===== src/source/riscv_decode_pkg.sv =====
package riscv_decode_pkg;

	localparam int INSTR_W      = 32;
	localparam int PC_W_DEFAULT = 64;
	localparam int REG_IDX_W    = 5;
	localparam int SHAMT_W      = 6;
	localparam int ALU_OP_W     = 5;

	// major opcodes, instr[6:0]
	localparam logic [6:0] OPC_LUI       = 7'b0110111;
	localparam logic [6:0] OPC_AUIPC     = 7'b0010111;
	localparam logic [6:0] OPC_JAL       = 7'b1101111;
	localparam logic [6:0] OPC_JALR      = 7'b1100111;
	localparam logic [6:0] OPC_BRANCH    = 7'b1100011;
	localparam logic [6:0] OPC_LOAD      = 7'b0000011;
	localparam logic [6:0] OPC_STORE     = 7'b0100011;
	localparam logic [6:0] OPC_OP_IMM    = 7'b0010011;
	localparam logic [6:0] OPC_OP_IMM_32 = 7'b0011011;
	localparam logic [6:0] OPC_OP        = 7'b0110011;
	localparam logic [6:0] OPC_OP_32     = 7'b0111011;
	localparam logic [6:0] OPC_SYSTEM    = 7'b1110011;

	// only ecall is accepted under SYSTEM
	localparam logic [INSTR_W-1:0] ECALL_WORD = 32'h0000_0073;

	localparam logic [ALU_OP_W-1:0] ALU_NONE   = 5'd0;
	localparam logic [ALU_OP_W-1:0] ALU_ADD    = 5'd1;
	localparam logic [ALU_OP_W-1:0] ALU_SUB    = 5'd2;
	localparam logic [ALU_OP_W-1:0] ALU_SLL    = 5'd3;
	localparam logic [ALU_OP_W-1:0] ALU_SRL    = 5'd4;
	localparam logic [ALU_OP_W-1:0] ALU_SRA    = 5'd5;
	localparam logic [ALU_OP_W-1:0] ALU_XOR    = 5'd6;
	localparam logic [ALU_OP_W-1:0] ALU_OR     = 5'd7;
	localparam logic [ALU_OP_W-1:0] ALU_AND    = 5'd8;
	localparam logic [ALU_OP_W-1:0] ALU_LESS   = 5'd9;
	localparam logic [ALU_OP_W-1:0] ALU_LESSU  = 5'd10;
	localparam logic [ALU_OP_W-1:0] ALU_EQUAL  = 5'd11;
	localparam logic [ALU_OP_W-1:0] ALU_NEQ    = 5'd12;
	localparam logic [ALU_OP_W-1:0] ALU_GTE    = 5'd13;
	localparam logic [ALU_OP_W-1:0] ALU_GTEU   = 5'd14;
	localparam logic [ALU_OP_W-1:0] ALU_MUL    = 5'd15;
	localparam logic [ALU_OP_W-1:0] ALU_MULH   = 5'd16;
	localparam logic [ALU_OP_W-1:0] ALU_MULHSU = 5'd17;
	localparam logic [ALU_OP_W-1:0] ALU_MULHU  = 5'd18;
	localparam logic [ALU_OP_W-1:0] ALU_DIV    = 5'd19;
	localparam logic [ALU_OP_W-1:0] ALU_DIVU   = 5'd20;
	localparam logic [ALU_OP_W-1:0] ALU_REM    = 5'd21;
	localparam logic [ALU_OP_W-1:0] ALU_REMU   = 5'd22;
	localparam logic [ALU_OP_W-1:0] ALU_JUMP   = 5'd23;
	localparam logic [ALU_OP_W-1:0] ALU_IMMVAL = 5'd24;

	localparam logic [2:0] FMT_NONE = 3'd0;
	localparam logic [2:0] FMT_R    = 3'd1;
	localparam logic [2:0] FMT_I    = 3'd2;
	localparam logic [2:0] FMT_S    = 3'd3;
	localparam logic [2:0] FMT_SB   = 3'd4;
	localparam logic [2:0] FMT_U    = 3'd5;
	localparam logic [2:0] FMT_UJ   = 3'd6;

	localparam logic [1:0] MEM_NONE  = 2'd0;
	localparam logic [1:0] MEM_READ  = 2'd1;
	localparam logic [1:0] MEM_WRITE = 2'd2;

	// the U sizes are the zero-extending loads
	localparam logic [2:0] SIZE_NONE   = 3'd0;
	localparam logic [2:0] SIZE_BYTE   = 3'd1;
	localparam logic [2:0] SIZE_HALF   = 3'd2;
	localparam logic [2:0] SIZE_WORD   = 3'd3;
	localparam logic [2:0] SIZE_DOUBLE = 3'd4;
	localparam logic [2:0] SIZE_UBYTE  = 3'd5;
	localparam logic [2:0] SIZE_UHALF  = 3'd6;
	localparam logic [2:0] SIZE_UWORD  = 3'd7;

	localparam logic [1:0] BR_NONE    = 2'd0;
	localparam logic [1:0] BR_COND    = 2'd1;
	localparam logic [1:0] BR_UNCOND  = 2'd2;

	// one view per encoding format, msb first
	typedef struct packed {
		logic [6:0] funct7;
		logic [4:0] rs2;
		logic [4:0] rs1;
		logic [2:0] funct3;
		logic [4:0] rd;
		logic [6:0] opcode;
	} r_view_t;

	typedef struct packed {
		logic [11:0] imm_11_0;
		logic [4:0]  rs1;
		logic [2:0]  funct3;
		logic [4:0]  rd;
		logic [6:0]  opcode;
	} i_view_t;

	typedef struct packed {
		logic [6:0] imm_11_5;
		logic [4:0] rs2;
		logic [4:0] rs1;
		logic [2:0] funct3;
		logic [4:0] imm_4_0;
		logic [6:0] opcode;
	} s_view_t;

	typedef struct packed {
		logic       imm_12;
		logic [5:0] imm_10_5;
		logic [4:0] rs2;
		logic [4:0] rs1;
		logic [2:0] funct3;
		logic [3:0] imm_4_1;
		logic       imm_11;
		logic [6:0] opcode;
	} b_view_t;

	typedef struct packed {
		logic [19:0] imm_31_12;
		logic [4:0]  rd;
		logic [6:0]  opcode;
	} u_view_t;

	typedef struct packed {
		logic       imm_20;
		logic [9:0] imm_10_1;
		logic       imm_11;
		logic [7:0] imm_19_12;
		logic [4:0] rd;
		logic [6:0] opcode;
	} j_view_t;

	typedef union packed {
		r_view_t r;
		i_view_t i;
		s_view_t s;
		b_view_t b;
		u_view_t u;
		j_view_t j;
	} instr_word_u;

endpackage


===== src/source/imm_gen.sv =====
module imm_gen #(
	parameter int PC_W = riscv_decode_pkg::PC_W_DEFAULT
) (
	input  riscv_decode_pkg::instr_word_u        i_instr,
	input  logic [PC_W-1:0]                      i_pc,
	output logic [PC_W-1:0]                      o_imm,
	output logic [riscv_decode_pkg::SHAMT_W-1:0] o_shamt
);
	import riscv_decode_pkg::*;

	logic [PC_W-1:0]    imm_i;
	logic [PC_W-1:0]    imm_s;
	logic [PC_W-1:0]    imm_b;
	logic [PC_W-1:0]    imm_u;
	logic [PC_W-1:0]    imm_j;
	logic [SHAMT_W-1:0] shamt_raw;
	logic               is_shift;

	// sign-extended immediates of each format
	assign imm_i = {{(PC_W-12){i_instr.i.imm_11_0[11]}}, i_instr.i.imm_11_0};
	assign imm_s = {{(PC_W-12){i_instr.s.imm_11_5[6]}}, i_instr.s.imm_11_5, i_instr.s.imm_4_0};
	assign imm_b = {{(PC_W-12){i_instr.b.imm_12}}, i_instr.b.imm_11, i_instr.b.imm_10_5,
		i_instr.b.imm_4_1, 1'b0};
	assign imm_u = {{(PC_W-32){i_instr.u.imm_31_12[19]}}, i_instr.u.imm_31_12, 12'b0};
	assign imm_j = {{(PC_W-20){i_instr.j.imm_20}}, i_instr.j.imm_19_12, i_instr.j.imm_11,
		i_instr.j.imm_10_1, 1'b0};

	// slli/srli/srai and their W forms
	assign shamt_raw = i_instr.i.imm_11_0[SHAMT_W-1:0];
	assign is_shift  = (i_instr.i.funct3 == 3'b001) || (i_instr.i.funct3 == 3'b101);

	always_comb begin
		o_imm   = '0;
		o_shamt = '0;
		case (i_instr.r.opcode)
			OPC_LUI:              o_imm = imm_u;
			OPC_AUIPC:            o_imm = imm_u + i_pc;
			OPC_JAL:              o_imm = imm_j + i_pc;
			OPC_BRANCH:           o_imm = imm_b + i_pc;
			OPC_JALR, OPC_LOAD:   o_imm = imm_i;
			OPC_STORE:            o_imm = imm_s;
			OPC_OP_IMM: begin
				o_imm = imm_i;
				if (is_shift) begin
					o_shamt = shamt_raw;
					o_imm   = {{(PC_W-SHAMT_W){1'b0}}, shamt_raw};
				end
			end
			OPC_OP_IMM_32: begin
				o_imm = imm_i;
				if (is_shift) begin
					// word shifts only reach 31
					o_shamt = {1'b0, shamt_raw[SHAMT_W-2:0]};
					o_imm   = {{(PC_W-SHAMT_W+1){1'b0}}, shamt_raw[SHAMT_W-2:0]};
				end
			end
			default: ;
		endcase
	end

	always_comb begin
		assert final ((i_instr.r.opcode != OPC_SYSTEM) || (o_imm == '0))
			else $error("imm_gen: nonzero immediate on a SYSTEM word");
	end

endmodule


===== src/source/alu_op_decode.sv =====
module alu_op_decode (
	input  riscv_decode_pkg::instr_word_u         i_instr,
	output logic [riscv_decode_pkg::ALU_OP_W-1:0] o_alu_op,
	output logic                                  o_is_word,
	output logic                                  o_func_illegal
);
	import riscv_decode_pkg::*;

	logic [2:0] funct3;
	logic [6:0] funct7;

	assign funct3 = i_instr.r.funct3;
	assign funct7 = i_instr.r.funct7;

	always_comb begin
		o_alu_op       = ALU_NONE;
		o_is_word      = 1'b0;
		o_func_illegal = 1'b0;
		case (i_instr.r.opcode)
			OPC_OP: begin
				case (funct7)
					7'b0000000: begin
						case (funct3)
							3'b000:  o_alu_op = ALU_ADD;
							3'b001:  o_alu_op = ALU_SLL;
							3'b010:  o_alu_op = ALU_LESS;
							3'b011:  o_alu_op = ALU_LESSU;
							3'b100:  o_alu_op = ALU_XOR;
							3'b101:  o_alu_op = ALU_SRL;
							3'b110:  o_alu_op = ALU_OR;
							default: o_alu_op = ALU_AND;
						endcase
					end
					7'b0100000: begin
						case (funct3)
							3'b000:  o_alu_op = ALU_SUB;
							3'b101:  o_alu_op = ALU_SRA;
							default: o_func_illegal = 1'b1;
						endcase
					end
					// M extension
					7'b0000001: begin
						case (funct3)
							3'b000:  o_alu_op = ALU_MUL;
							3'b001:  o_alu_op = ALU_MULH;
							3'b010:  o_alu_op = ALU_MULHSU;
							3'b011:  o_alu_op = ALU_MULHU;
							3'b100:  o_alu_op = ALU_DIV;
							3'b101:  o_alu_op = ALU_DIVU;
							3'b110:  o_alu_op = ALU_REM;
							default: o_alu_op = ALU_REMU;
						endcase
					end
					default: o_func_illegal = 1'b1;
				endcase
			end
			OPC_OP_32: begin
				o_is_word = 1'b1;
				case ({funct7, funct3})
					{7'b0000000, 3'b000}: o_alu_op = ALU_ADD;
					{7'b0000000, 3'b001}: o_alu_op = ALU_SLL;
					{7'b0000000, 3'b101}: o_alu_op = ALU_SRL;
					{7'b0100000, 3'b000}: o_alu_op = ALU_SUB;
					{7'b0100000, 3'b101}: o_alu_op = ALU_SRA;
					{7'b0000001, 3'b000}: o_alu_op = ALU_MUL;
					{7'b0000001, 3'b100}: o_alu_op = ALU_DIV;
					{7'b0000001, 3'b101}: o_alu_op = ALU_DIVU;
					{7'b0000001, 3'b110}: o_alu_op = ALU_REM;
					{7'b0000001, 3'b111}: o_alu_op = ALU_REMU;
					default:              o_func_illegal = 1'b1;
				endcase
			end
			OPC_OP_IMM: begin
				// funct7[0] is shamt[5] here so only six bits select the shift
				case (funct3)
					3'b000: o_alu_op = ALU_ADD;
					3'b010: o_alu_op = ALU_LESS;
					3'b011: o_alu_op = ALU_LESSU;
					3'b100: o_alu_op = ALU_XOR;
					3'b110: o_alu_op = ALU_OR;
					3'b111: o_alu_op = ALU_AND;
					3'b001: begin
						if (funct7[6:1] == 6'b000000)
							o_alu_op = ALU_SLL;
						else
							o_func_illegal = 1'b1;
					end
					default: begin
						if (funct7[6:1] == 6'b000000)
							o_alu_op = ALU_SRL;
						else if (funct7[6:1] == 6'b010000)
							o_alu_op = ALU_SRA;
						else
							o_func_illegal = 1'b1;
					end
				endcase
			end
			OPC_OP_IMM_32: begin
				o_is_word = 1'b1;
				case ({funct3, funct7})
					{3'b001, 7'b0000000}: o_alu_op = ALU_SLL;
					{3'b101, 7'b0000000}: o_alu_op = ALU_SRL;
					{3'b101, 7'b0100000}: o_alu_op = ALU_SRA;
					default: begin
						if (funct3 == 3'b000)
							o_alu_op = ALU_ADD;
						else
							o_func_illegal = 1'b1;
					end
				endcase
			end
			OPC_BRANCH: begin
				case (funct3)
					3'b000:  o_alu_op = ALU_EQUAL;
					3'b001:  o_alu_op = ALU_NEQ;
					3'b100:  o_alu_op = ALU_LESS;
					3'b101:  o_alu_op = ALU_GTE;
					3'b110:  o_alu_op = ALU_LESSU;
					3'b111:  o_alu_op = ALU_GTEU;
					default: o_func_illegal = 1'b1;
				endcase
			end
			// address generation uses the adder
			OPC_LOAD, OPC_STORE, OPC_JALR: o_alu_op = ALU_ADD;
			OPC_JAL:                       o_alu_op = ALU_JUMP;
			OPC_LUI, OPC_AUIPC:            o_alu_op = ALU_IMMVAL;
			default: ;
		endcase
	end

	always_comb begin
		assert final (!o_func_illegal || (o_alu_op == ALU_NONE))
			else $error("alu_op_decode: illegal function carries an ALU code");
	end

endmodule


===== src/source/control_decode.sv =====
module control_decode (
	input  riscv_decode_pkg::instr_word_u i_instr,
	output logic [2:0]                    o_fmt,
	output logic                          o_reg_write,
	output logic [1:0]                    o_mem_access,
	output logic [2:0]                    o_mem_size,
	output logic [1:0]                    o_branch,
	output logic                          o_ecall,
	output logic                          o_op_illegal
);
	import riscv_decode_pkg::*;

	logic [2:0] funct3;

	assign funct3 = i_instr.r.funct3;

	always_comb begin
		o_fmt        = FMT_NONE;
		o_reg_write  = 1'b0;
		o_mem_access = MEM_NONE;
		o_mem_size   = SIZE_NONE;
		o_branch     = BR_NONE;
		o_ecall      = 1'b0;
		o_op_illegal = 1'b0;
		case (i_instr.r.opcode)
			OPC_LUI, OPC_AUIPC: begin
				o_fmt       = FMT_U;
				o_reg_write = 1'b1;
			end
			// both jumps write the link address
			OPC_JAL: begin
				o_fmt       = FMT_UJ;
				o_reg_write = 1'b1;
				o_branch    = BR_UNCOND;
			end
			OPC_JALR: begin
				o_fmt       = FMT_I;
				o_reg_write = 1'b1;
				o_branch    = BR_UNCOND;
			end
			OPC_BRANCH: begin
				o_fmt    = FMT_SB;
				o_branch = BR_COND;
			end
			OPC_LOAD: begin
				o_fmt        = FMT_I;
				o_reg_write  = 1'b1;
				o_mem_access = MEM_READ;
				case (funct3)
					3'b000: o_mem_size = SIZE_BYTE;
					3'b001: o_mem_size = SIZE_HALF;
					3'b010: o_mem_size = SIZE_WORD;
					3'b011: o_mem_size = SIZE_DOUBLE;
					3'b100: o_mem_size = SIZE_UBYTE;
					3'b101: o_mem_size = SIZE_UHALF;
					3'b110: o_mem_size = SIZE_UWORD;
					default: begin
						o_mem_access = MEM_NONE;
						o_op_illegal = 1'b1;
					end
				endcase
			end
			OPC_STORE: begin
				o_fmt        = FMT_S;
				o_mem_access = MEM_WRITE;
				case (funct3)
					3'b000: o_mem_size = SIZE_BYTE;
					3'b001: o_mem_size = SIZE_HALF;
					3'b010: o_mem_size = SIZE_WORD;
					3'b011: o_mem_size = SIZE_DOUBLE;
					default: begin
						o_mem_access = MEM_NONE;
						o_op_illegal = 1'b1;
					end
				endcase
			end
			OPC_OP_IMM, OPC_OP_IMM_32: begin
				o_fmt       = FMT_I;
				o_reg_write = 1'b1;
			end
			OPC_OP, OPC_OP_32: begin
				o_fmt       = FMT_R;
				o_reg_write = 1'b1;
			end
			OPC_SYSTEM: begin
				// ebreak, csr and fence variants are not supported
				if (i_instr == ECALL_WORD)
					o_ecall = 1'b1;
				else
					o_op_illegal = 1'b1;
			end
			default: o_op_illegal = 1'b1;
		endcase
	end

	always_comb begin
		assert final (!o_ecall || !o_reg_write)
			else $error("control_decode: ecall requests a register write");
		assert final ((o_mem_access != MEM_WRITE) || (o_fmt == FMT_S))
			else $error("control_decode: memory write outside the S format");
	end

endmodule


===== src/source/riscv_decoder.sv =====
module riscv_decoder #(
	parameter int PC_W = riscv_decode_pkg::PC_W_DEFAULT
) (
	input  logic                                   clk,
	input  logic                                   i_rst,
	input  logic [riscv_decode_pkg::INSTR_W-1:0]   i_instr,
	input  logic [PC_W-1:0]                        i_pc,
	output logic [riscv_decode_pkg::REG_IDX_W-1:0] o_rd,
	output logic [riscv_decode_pkg::REG_IDX_W-1:0] o_rs1,
	output logic [riscv_decode_pkg::REG_IDX_W-1:0] o_rs2,
	output logic [PC_W-1:0]                        o_imm,
	output logic [riscv_decode_pkg::SHAMT_W-1:0]   o_shamt,
	output logic [riscv_decode_pkg::ALU_OP_W-1:0]  o_alu_op,
	output logic [2:0]                             o_fmt,
	output logic                                   o_reg_write,
	output logic [1:0]                             o_mem_access,
	output logic [2:0]                             o_mem_size,
	output logic [1:0]                             o_branch,
	output logic                                   o_is_word,
	output logic                                   o_ecall,
	output logic                                   o_illegal
);
	import riscv_decode_pkg::*;

	instr_word_u         instr;
	logic [PC_W-1:0]     imm;
	logic [SHAMT_W-1:0]  shamt;
	logic [ALU_OP_W-1:0] alu_op;
	logic                is_word;
	logic                func_illegal;
	logic [2:0]          fmt;
	logic                reg_write;
	logic [1:0]          mem_access;
	logic [2:0]          mem_size;
	logic [1:0]          branch;
	logic                ecall;
	logic                op_illegal;
	logic                illegal;

	assign instr   = i_instr;
	assign illegal = func_illegal | op_illegal;

	imm_gen #(
		.PC_W (PC_W)
	) u_imm_gen (
		.i_instr (instr),
		.i_pc    (i_pc),
		.o_imm   (imm),
		.o_shamt (shamt)
	);

	alu_op_decode u_alu_op_decode (
		.i_instr        (instr),
		.o_alu_op       (alu_op),
		.o_is_word      (is_word),
		.o_func_illegal (func_illegal)
	);

	control_decode u_control_decode (
		.i_instr      (instr),
		.o_fmt        (fmt),
		.o_reg_write  (reg_write),
		.o_mem_access (mem_access),
		.o_mem_size   (mem_size),
		.o_branch     (branch),
		.o_ecall      (ecall),
		.o_op_illegal (op_illegal)
	);

	always_ff @(posedge clk) begin
		if (i_rst) begin
			o_rd         <= '0;
			o_rs1        <= '0;
			o_rs2        <= '0;
			o_imm        <= '0;
			o_shamt      <= '0;
			o_alu_op     <= ALU_NONE;
			o_fmt        <= FMT_NONE;
			o_reg_write  <= 1'b0;
			o_mem_access <= MEM_NONE;
			o_mem_size   <= SIZE_NONE;
			o_branch     <= BR_NONE;
			o_is_word    <= 1'b0;
			o_ecall      <= 1'b0;
			o_illegal    <= 1'b0;
		end else begin
			o_rd      <= instr.r.rd;
			o_rs1     <= instr.r.rs1;
			o_rs2     <= instr.r.rs2;
			o_imm     <= imm;
			o_shamt   <= shamt;
			o_illegal <= illegal;
			// an illegal word leaves only the flag and the raw fields
			o_alu_op     <= illegal ? ALU_NONE : alu_op;
			o_fmt        <= illegal ? FMT_NONE : fmt;
			o_reg_write  <= reg_write & ~illegal;
			o_mem_access <= illegal ? MEM_NONE : mem_access;
			o_mem_size   <= illegal ? SIZE_NONE : mem_size;
			o_branch     <= illegal ? BR_NONE : branch;
			o_is_word    <= is_word & ~illegal;
			o_ecall      <= ecall & ~illegal;
		end
	end

	a_illegal_quiet: assert property (@(posedge clk) disable iff (i_rst)
		o_illegal |-> (!o_reg_write && (o_mem_access == MEM_NONE)))
		else $error("riscv_decoder: illegal word reached a write or memory access");

endmodule


===== config.mk =====
export PLATFORM = sky130hd
export DESIGN_NAME = riscv_decoder
export DESIGN_NICKNAME = d
export VERILOG_FILES = /design/src/source/riscv_decode_pkg.sv /design/src/source/imm_gen.sv /design/src/source/alu_op_decode.sv /design/src/source/control_decode.sv /design/src/source/riscv_decoder.sv
export SDC_FILE = /design/constraint.sdc
export NUM_CORES = 1
export LEC_CHECK = 0
export ABC_CLOCK_PERIOD_IN_PS = 4450
export BUFFER_PORTS_ARGS = -buffer_cell sky130_fd_sc_hd__buf_2
export CAP_MARGIN = 20
export CORE_MARGIN = 2
export CORE_UTILIZATION = 35
export DETAILED_ROUTE_END_ITERATION = 10
export PLACE_DENSITY = 0.66
export SYNTH_ARGS = -nofsm -noshare
export SYNTH_HDL_FRONTEND = slang
export SYNTH_HIERARCHICAL = 1
export SYNTH_SLANG_ARGS = --single-unit

===== constraint.sdc =====
create_clock -name clk -period 4.45 [get_ports clk]
set_input_delay 0.2225 -clock clk [delete_from_list [all_inputs] [get_ports clk]]
set_output_delay 0.2225 -clock clk [all_outputs]
set_load 0.03 [all_outputs]

==> key figures, run 1 <==
GRT
  – Initial antenna violation count: 1
  – Overall Global Routing Usage: 24.81%
  – First-pass GRT wire length: 69.58 mm
  – Vias in the first global route: 12.25k
  – Largest net degree at the start of global routing: 59
  – Overflow after GRT: 0

Timing
  – Tcrit/Tclk final: 91.76%
  – Fin crit period: 4.083 ns
  – Fmax: 244.9 MHz
  – Minimum hold slack: 0.1178 ns
  – Relative slew slack: 32.59%
  – TNS Setup: 0 ns
  – Final hold vios: 0
  – Slew at the pin closest to its max-slew limit: 0.9976 ns
  – Max-slew violations: 0
  – RSZ-0062 raised after global routing: no
  – Final setup viols: 0

Setup path
  – CP max FO: 13
  – Startpoint types: primary input
  – Critical path type: primary input to register
  – Worst Path Required: 4.72 ns
  – Arr. time, crit path: 4.35 ns
  – Critical Path Sink Type: register

Synth
  – Simple-Gate Fraction of Synth Area: 28.11%
  – Top cells by area, synth: dfxtp_1 18%, ha_1 9.1%, a21oi_1 5.3%
  – Combinational family with the most area after synthesis: compound AO/OA/AOI/OAI gates
  – Synth Area in Adders: 9.435%
  – Seq cells post-synth: 104
  – Most common cell in the netlist: nand2_1
  – Compound-Gate Fraction of Synth Area: 33.63%
  – Syn avg cell area: 7.556 um2
  – XOR/XNOR share of the synthesized area: 4.044%
  – Post-synth ARST share: 0%
  – Synth Flop Type: dfxtp_1
  – Register area share after synthesis: 17.80%
  – Largest area contributor in the netlist: dfxtp_1
  – Synth Instances: 1548
  – Number of flops mapped to enable cells by yosys: 0
  – Ys Warns: 6
  – Synthesized Nets: 1733
  – Post-synth cell types: 112
  – Multiplexer share of the synthesized area: 0.7595%
  – Synth top area share: 17.80%
  – Post-synthesis instance area: 11700 um2
  – Post-synth top cells: 135 x nand2_1, 124 x a21oi_1, 124 x nor2_1

Clock tree
  – Post-CTS setup buffers: 0
  – Worst-path clk slew: 0.09 ns
  – H-tree levels: 3
  – Clk buf depth: 2
  – Cts hold-fix bufs: 0
  – Post-CTS sizing: 0
  – Clock sink count: 104
  – Total CTS buffers: 9
  – CTS tree: built
  – Root Driver: clkbuf_16

Detailed routing
  – Via density: 6.006
  – Vias: 12.94k
  – DRC Markers: 0
  – Drt wl/cell: 20.69 um
  – Detailed Route WL: 44.57 mm
  – Antenna-violating nets left: 0
  – Initial DRC count: 1466
  – First-pass DRT Iterations: 6

Layout
  – Layout area overhead: 14.61%
  – Share of post-route cells with drive strength above 1: 21.32%
  – Area taken by multi-input logic gates: 8924 um2
  – Filler instances: 3414
  – Net count, final: 1892
  – Antenna cells: 0
  – Reg area: 2082 um2
  – Layout Cells excl Fill: 2154

Die
  – Die width: 186.8 um
  – Core ar.: 32700 um2
  – Top-level I/O count: 202
  – Initial Util: 35.77%
  – Die Y: 186.8 um
  – Area of the die: 34900 um2
  – Row cnt: 66

Min path
  – Hold Path Class: primary input to register
  – Hold depth: 2

Power and ir drop
  – Power, Total: 0.003201 W
  – PwrDens: 238.8 nW/um2
  – Lkg Pwr: 5.763 nW
  – Worst VDD drop: 208.2 uV

Run status
  – Status: complete, no violations

Place
  – Placed cell count: 2138
  – Routability cong.: 0.9669
  – IO buf count: 201
  – Dpl hpwl: 34.33 mm

Flow run
  – Max-cap viol count: 0
==> metal layers <==
layer  global-route usage [%]  wire length (um)  vias to the layer above  share of wire [%]
met5                        0                 0                        -                  0
met4                    10.01              1456                        0                3.3
met3                    3.743              3310                       89                7.4
met2                    39.03             19780                      635                 44
met1                    33.88             20030                     6117                 45
li1                         -                 -                     6097                  -
==> area by class of cell <==
class                      count  share of cell area (%)
multi-input combinational   1301                   66.57
sequential                   104                   15.53
timing repair buffer         256                   10.60
tap                          442                   4.125
clock buffer                   9                   1.680
inverter                      35                  0.9800
clock inverter                 7                  0.5133
==> cells in the final DEF (no fill, tap or decap), types with 16 or more instances in the layout <==
master / instances
buf_2: 200
nand2_1: 135
a21oi_1: 124
nor2_1: 123
o21ai_0: 117
dfxtp_1: 104
nor2b_1: 87
ha_1: 85
buf_4: 56
a21o_1: 53
inv_1: 35
nand4_1: 34
nor3_1: 33
xnor2_1: 33
a221oi_1: 32
nand3_1: 24
a211oi_1: 23
xor2_1: 21
nor4b_2: 18
o21a_1: 18
o21bai_1: 18
and2b_1: 16
nand2b_1: 16
a31oi_1: 16
==> flip-flops by register name, indices dropped and copies added (netlist names), 2 cells and up <==
signal        count
o_alu_op          5
o_mem_access      2
o_branch          2
o_rs2             5
o_shamt           6
o_rd              5
o_mem_size        3
o_imm            64
o_fmt             3
o_rs1             5
==> where the power goes <==
| group | internal (W) | leakage [nW] | total, W | switching (W) |
|---|---|---|---|---|
| logic | 0.000506 | 4.77 | 0.00137 | 0.000864 |
| clock network | 0.000399 | 0.146 | 0.000858 | 0.000459 |
| registers | 0.000960 | 0.847 | 0.000972 | 0.0000126 |
==> through the flow <==
stage	instance area (um2)	worst slack (ns)	utilization, %
after floorplan	11700	0.1773	-
after global routing	13410	0.1011	40.99
final	13410	0.3666	40.99
after CTS	13410	0.4142	40.99
after detailed placement	13110	0.02974	40.09
after global placement	13110	0.05714	40.09
==> path summary, 6_finish.rpt <==
check	from	to	slack (ns)
min	i_instr[11]	o_rd[4]	0.12
max	i_instr[4]	o_imm[51]	0.37
==> critical path, cell delays in order <==
cell      delay [ns]
buf_2           0.11
nand3b_1        0.17
or4_1           0.51
buf_4           0.23
mux2_2          0.31
fa_1            0.42
a211oi_1        0.33
o21ai_0         0.22
nand4b_1        0.19
nand3b_4        0.11
o31ai_4         0.31
o21a_1          0.38
o21ai_2         0.14
a311o_1         0.39
o22ai_1         0.11
nand2_1         0.06
nor2b_1         0.12
==> cells by family (layout without fill, tap and decap cells) <==
logic type      after synthesis  after routing
fa+ha+maj                    87             87
xor+xnor                     54             54
buf+inv                     143            307
flops                       104            104
compound gates              563            563
mux                           8              8
simple gates                589            589
No activity file was read; power rests on OpenSTA's default activity.
==> run 2: changes to the inputs <==
ABC_CLOCK_PERIOD_IN_PS = 4700   (was 4450)
PLACE_DENSITY = 0.64   (was 0.66)
clock period = 4.7 ns   (was 4.45 ns; I/O delays follow)
==> key figures, run 2 (same netlist as run 1, synthesis figures left out) <==
Run status
  – Status: complete, no violations

Layout
  – Layout area overhead: 13.08%
  – Cell area after layout: 13230 um2 (-1.3%)
  – Max FFs per register: 64 (unchanged)
  – Most common cell after layout, fill and taps aside: buf_2
  – Filler instances: 3461 (+1.4%)
  – Antenna cells: 0 (unchanged)
  – Regs by FF count: o_imm: 64 flops, o_shamt: 6 flops
  – Net count, final: 1869 (-1.2%)
  – Commonest cells after routing, fill and taps aside: 200 x buf_2, 135 x nand2_1, 124 x a21oi_1
  – Share of post-route cells with drive strength above 1: 20.25% (-1.1 points)
  – Final core occ: 40.45% (-0.55 points)
  – Biggest register: o_imm

Place
  – Dpl hpwl: 33.73 mm (-1.8%)
  – IO buf count: 201 (unchanged)
  – DP Area: 12940 um2 (-1.3%)
  – Routability cong.: 0.9530 (-1.4%)

Setup path
  – Worst Path Required: 4.95 ns (+0.23 ns)
  – Worst path max stage delay: 0.60 ns (+0.09 ns)
  – Critical path type: primary input to register
  – Arr. time, crit path: 4.49 ns (+0.14 ns)
  – CP max FO: 7 (-6)
  – CP max-delay cell: or4_1
  – Critical Path Sink Type: register
  – Critical path depth in cells: 16 (-1)
  – Critical path cell sequence: buf_2 > nand2_1 > or4_1 > mux2_2 > ha_1 > fa_1 > a211oi_1 > o21ai_0 > nand4b_1 > nand3b_4 > o31ai_4 > o21a_1 > o21bai_1 > and4b_1 > or3_1 > nor2b_1
  – Startpoint types: primary input
  – WP buf/inv: 1 (-1)
  – Delay-heaviest family, CP: simple AND/OR/NAND/NOR gates

Detailed routing
  – Vias: 12.85k (-0.67%)
  – Detailed Route WL: 44.19 mm (-0.86%)
  – DRC Markers: 0 (unchanged)
  – First-pass DRT Iterations: 7 (+1)
  – Drt wl/cell: 20.74 um (+0.21%)
  – Initial DRC count: 1362 (-7.1%)
  – Via density: 6.031 (+0.40%)
  – Antenna-violating nets left: 0 (unchanged)

Power and ir drop
  – Power, Total: 0.002974 W (-7.1%)
  – Lkg Pwr: 5.645 nW (-2.1%)
  – Worst VDD drop: 198.8 uV (-4.5%)
  – Net Sw Frac: 41.49% (-0.23 points)
  – Int Power: 0.001740 W (-6.7%)
  – PwrDens: 224.9 nW/um2 (-5.8%)
  – Switching power: 0.001234 W (-7.6%)
  – Sequential share of power: 31.0% (+0.6 points)
  – Clk pwr share: 26.3% (-0.5 points)
  – Combinational power share: 42.7% (about the same)

Die
  – Initial Util: 35.77% (unchanged)
  – Area of the die: 34900 um2 (unchanged)
  – Row cnt: 66 (unchanged)
  – Core ar.: 32700 um2 (unchanged)
  – Top-level I/O count: 202 (unchanged)
  – Die Y: 186.8 um (unchanged)
  – Die width: 186.8 um (unchanged)

Clock tree
  – Post-CTS setup buffers: 0 (unchanged)
  – Worst-path clk slew: 0.09 ns (about the same)
  – H-tree levels: 3 (unchanged)
  – Cts hold-fix bufs: 0 (unchanged)
  – Clk buf depth: 2 (unchanged)
  – CTS tree: built
  – Root Driver: clkbuf_16
  – Post-CTS sizing: 0 (unchanged)
  – Clock sink count: 104 (unchanged)
  – Total CTS buffers: 9 (unchanged)

Timing
  – Final setup viols: 0 (unchanged)
  – TNS Setup: 0 ns (unchanged)
  – RSZ-0062 raised after global routing: no
  – Fmax: 235.5 MHz
  – Slew at the pin closest to its max-slew limit: 0.9952 ns (-0.002394 ns)
  – Tcrit/Tclk final: 90.35%
  – Fin crit period: 4.246 ns
  – Max-slew violations: 0 (unchanged)
  – Final hold vios: 0 (unchanged)
  – Relative slew slack: 33.65% (+1.1 points)

Min path
  – Hold depth: 2 (unchanged)
  – Hold Path Origin: i_instr[11]
  – Hold Path Class: primary input to register
  – Worst hold endpoint: o_rd[4]

GRT
  – Vias in the first global route: 12.16k (-0.73%)
  – Initial antenna violation count: 2 (+1)
  – Overflow after GRT: 0 (unchanged)
  – Overall Global Routing Usage: 24.52% (-0.29 points)
  – First-pass GRT wire length: 68.88 mm (-1.0%)
  – Largest net degree at the start of global routing: 57 (-3.4%)

Flow run
  – Max-cap viol count: 0 (unchanged)
run 2: worst max-delay path by stage:
stage	start	endpoint
6_report	i_instr[1]	o_imm[59]
5_1_grt	i_instr[1]	o_imm[59]
4_1_cts	i_instr[4]	o_imm[59]
3_5_place_dp	i_instr[1]	o_imm[59]
3_3_place_gp	i_instr[4]	o_imm[59]
2_1_floorplan	i_instr[2]	o_imm[59]
run 2: final cells by class:
class                           count  area (um2)  share of cell area (%)
Sequential cell                   104        2082                   15.74
Multi-Input combinational cell   1301        8922                   67.46
Timing Repair Buffer              233        1249                   9.441
Inverter                           35       131.4                  0.9933
Tap cell                          442       553.0                   4.181
Clock buffer                        9       225.2                   1.703
Clock inverter                      7       63.81                  0.4825
run 2: stage by stage:
stage / hold WS, ns / instances / worst slack (ns)
final: 0.1396 / 2131 / 0.4537
after global routing: 0.1462 / 2131 / 0.2512
after CTS: 0.1318 / 2131 / 0.5152
after detailed placement: 0.5161 / 2115 / 0.1334
after global placement: 0.5138 / 2115 / 0.1899
after floorplan: 0.3602 / 1548 / 0.4148
run 2: power groups by stage:
stage / clock network, W / logic [W] / registers (W)
after floorplan: 0 / 0.000829 / 0.000995
final: 0.000783 / 0.00127 / 0.000921
after CTS: 0.000800 / 0.00124 / 0.000921
after global routing: 0.000830 / 0.00138 / 0.000923
after global placement: 0 / 0.00122 / 0.000943
after detailed placement: 0 / 0.00123 / 0.000941
run 2: metal layers:
metal  vias up  share of wire (%)  track usage, %
met2       623                 45           39.43
met5         -              0.029               0
li1       6038                  -               -
met3        72                7.2           3.254
met1      6116                 45           33.67
met4         2                2.6           8.303
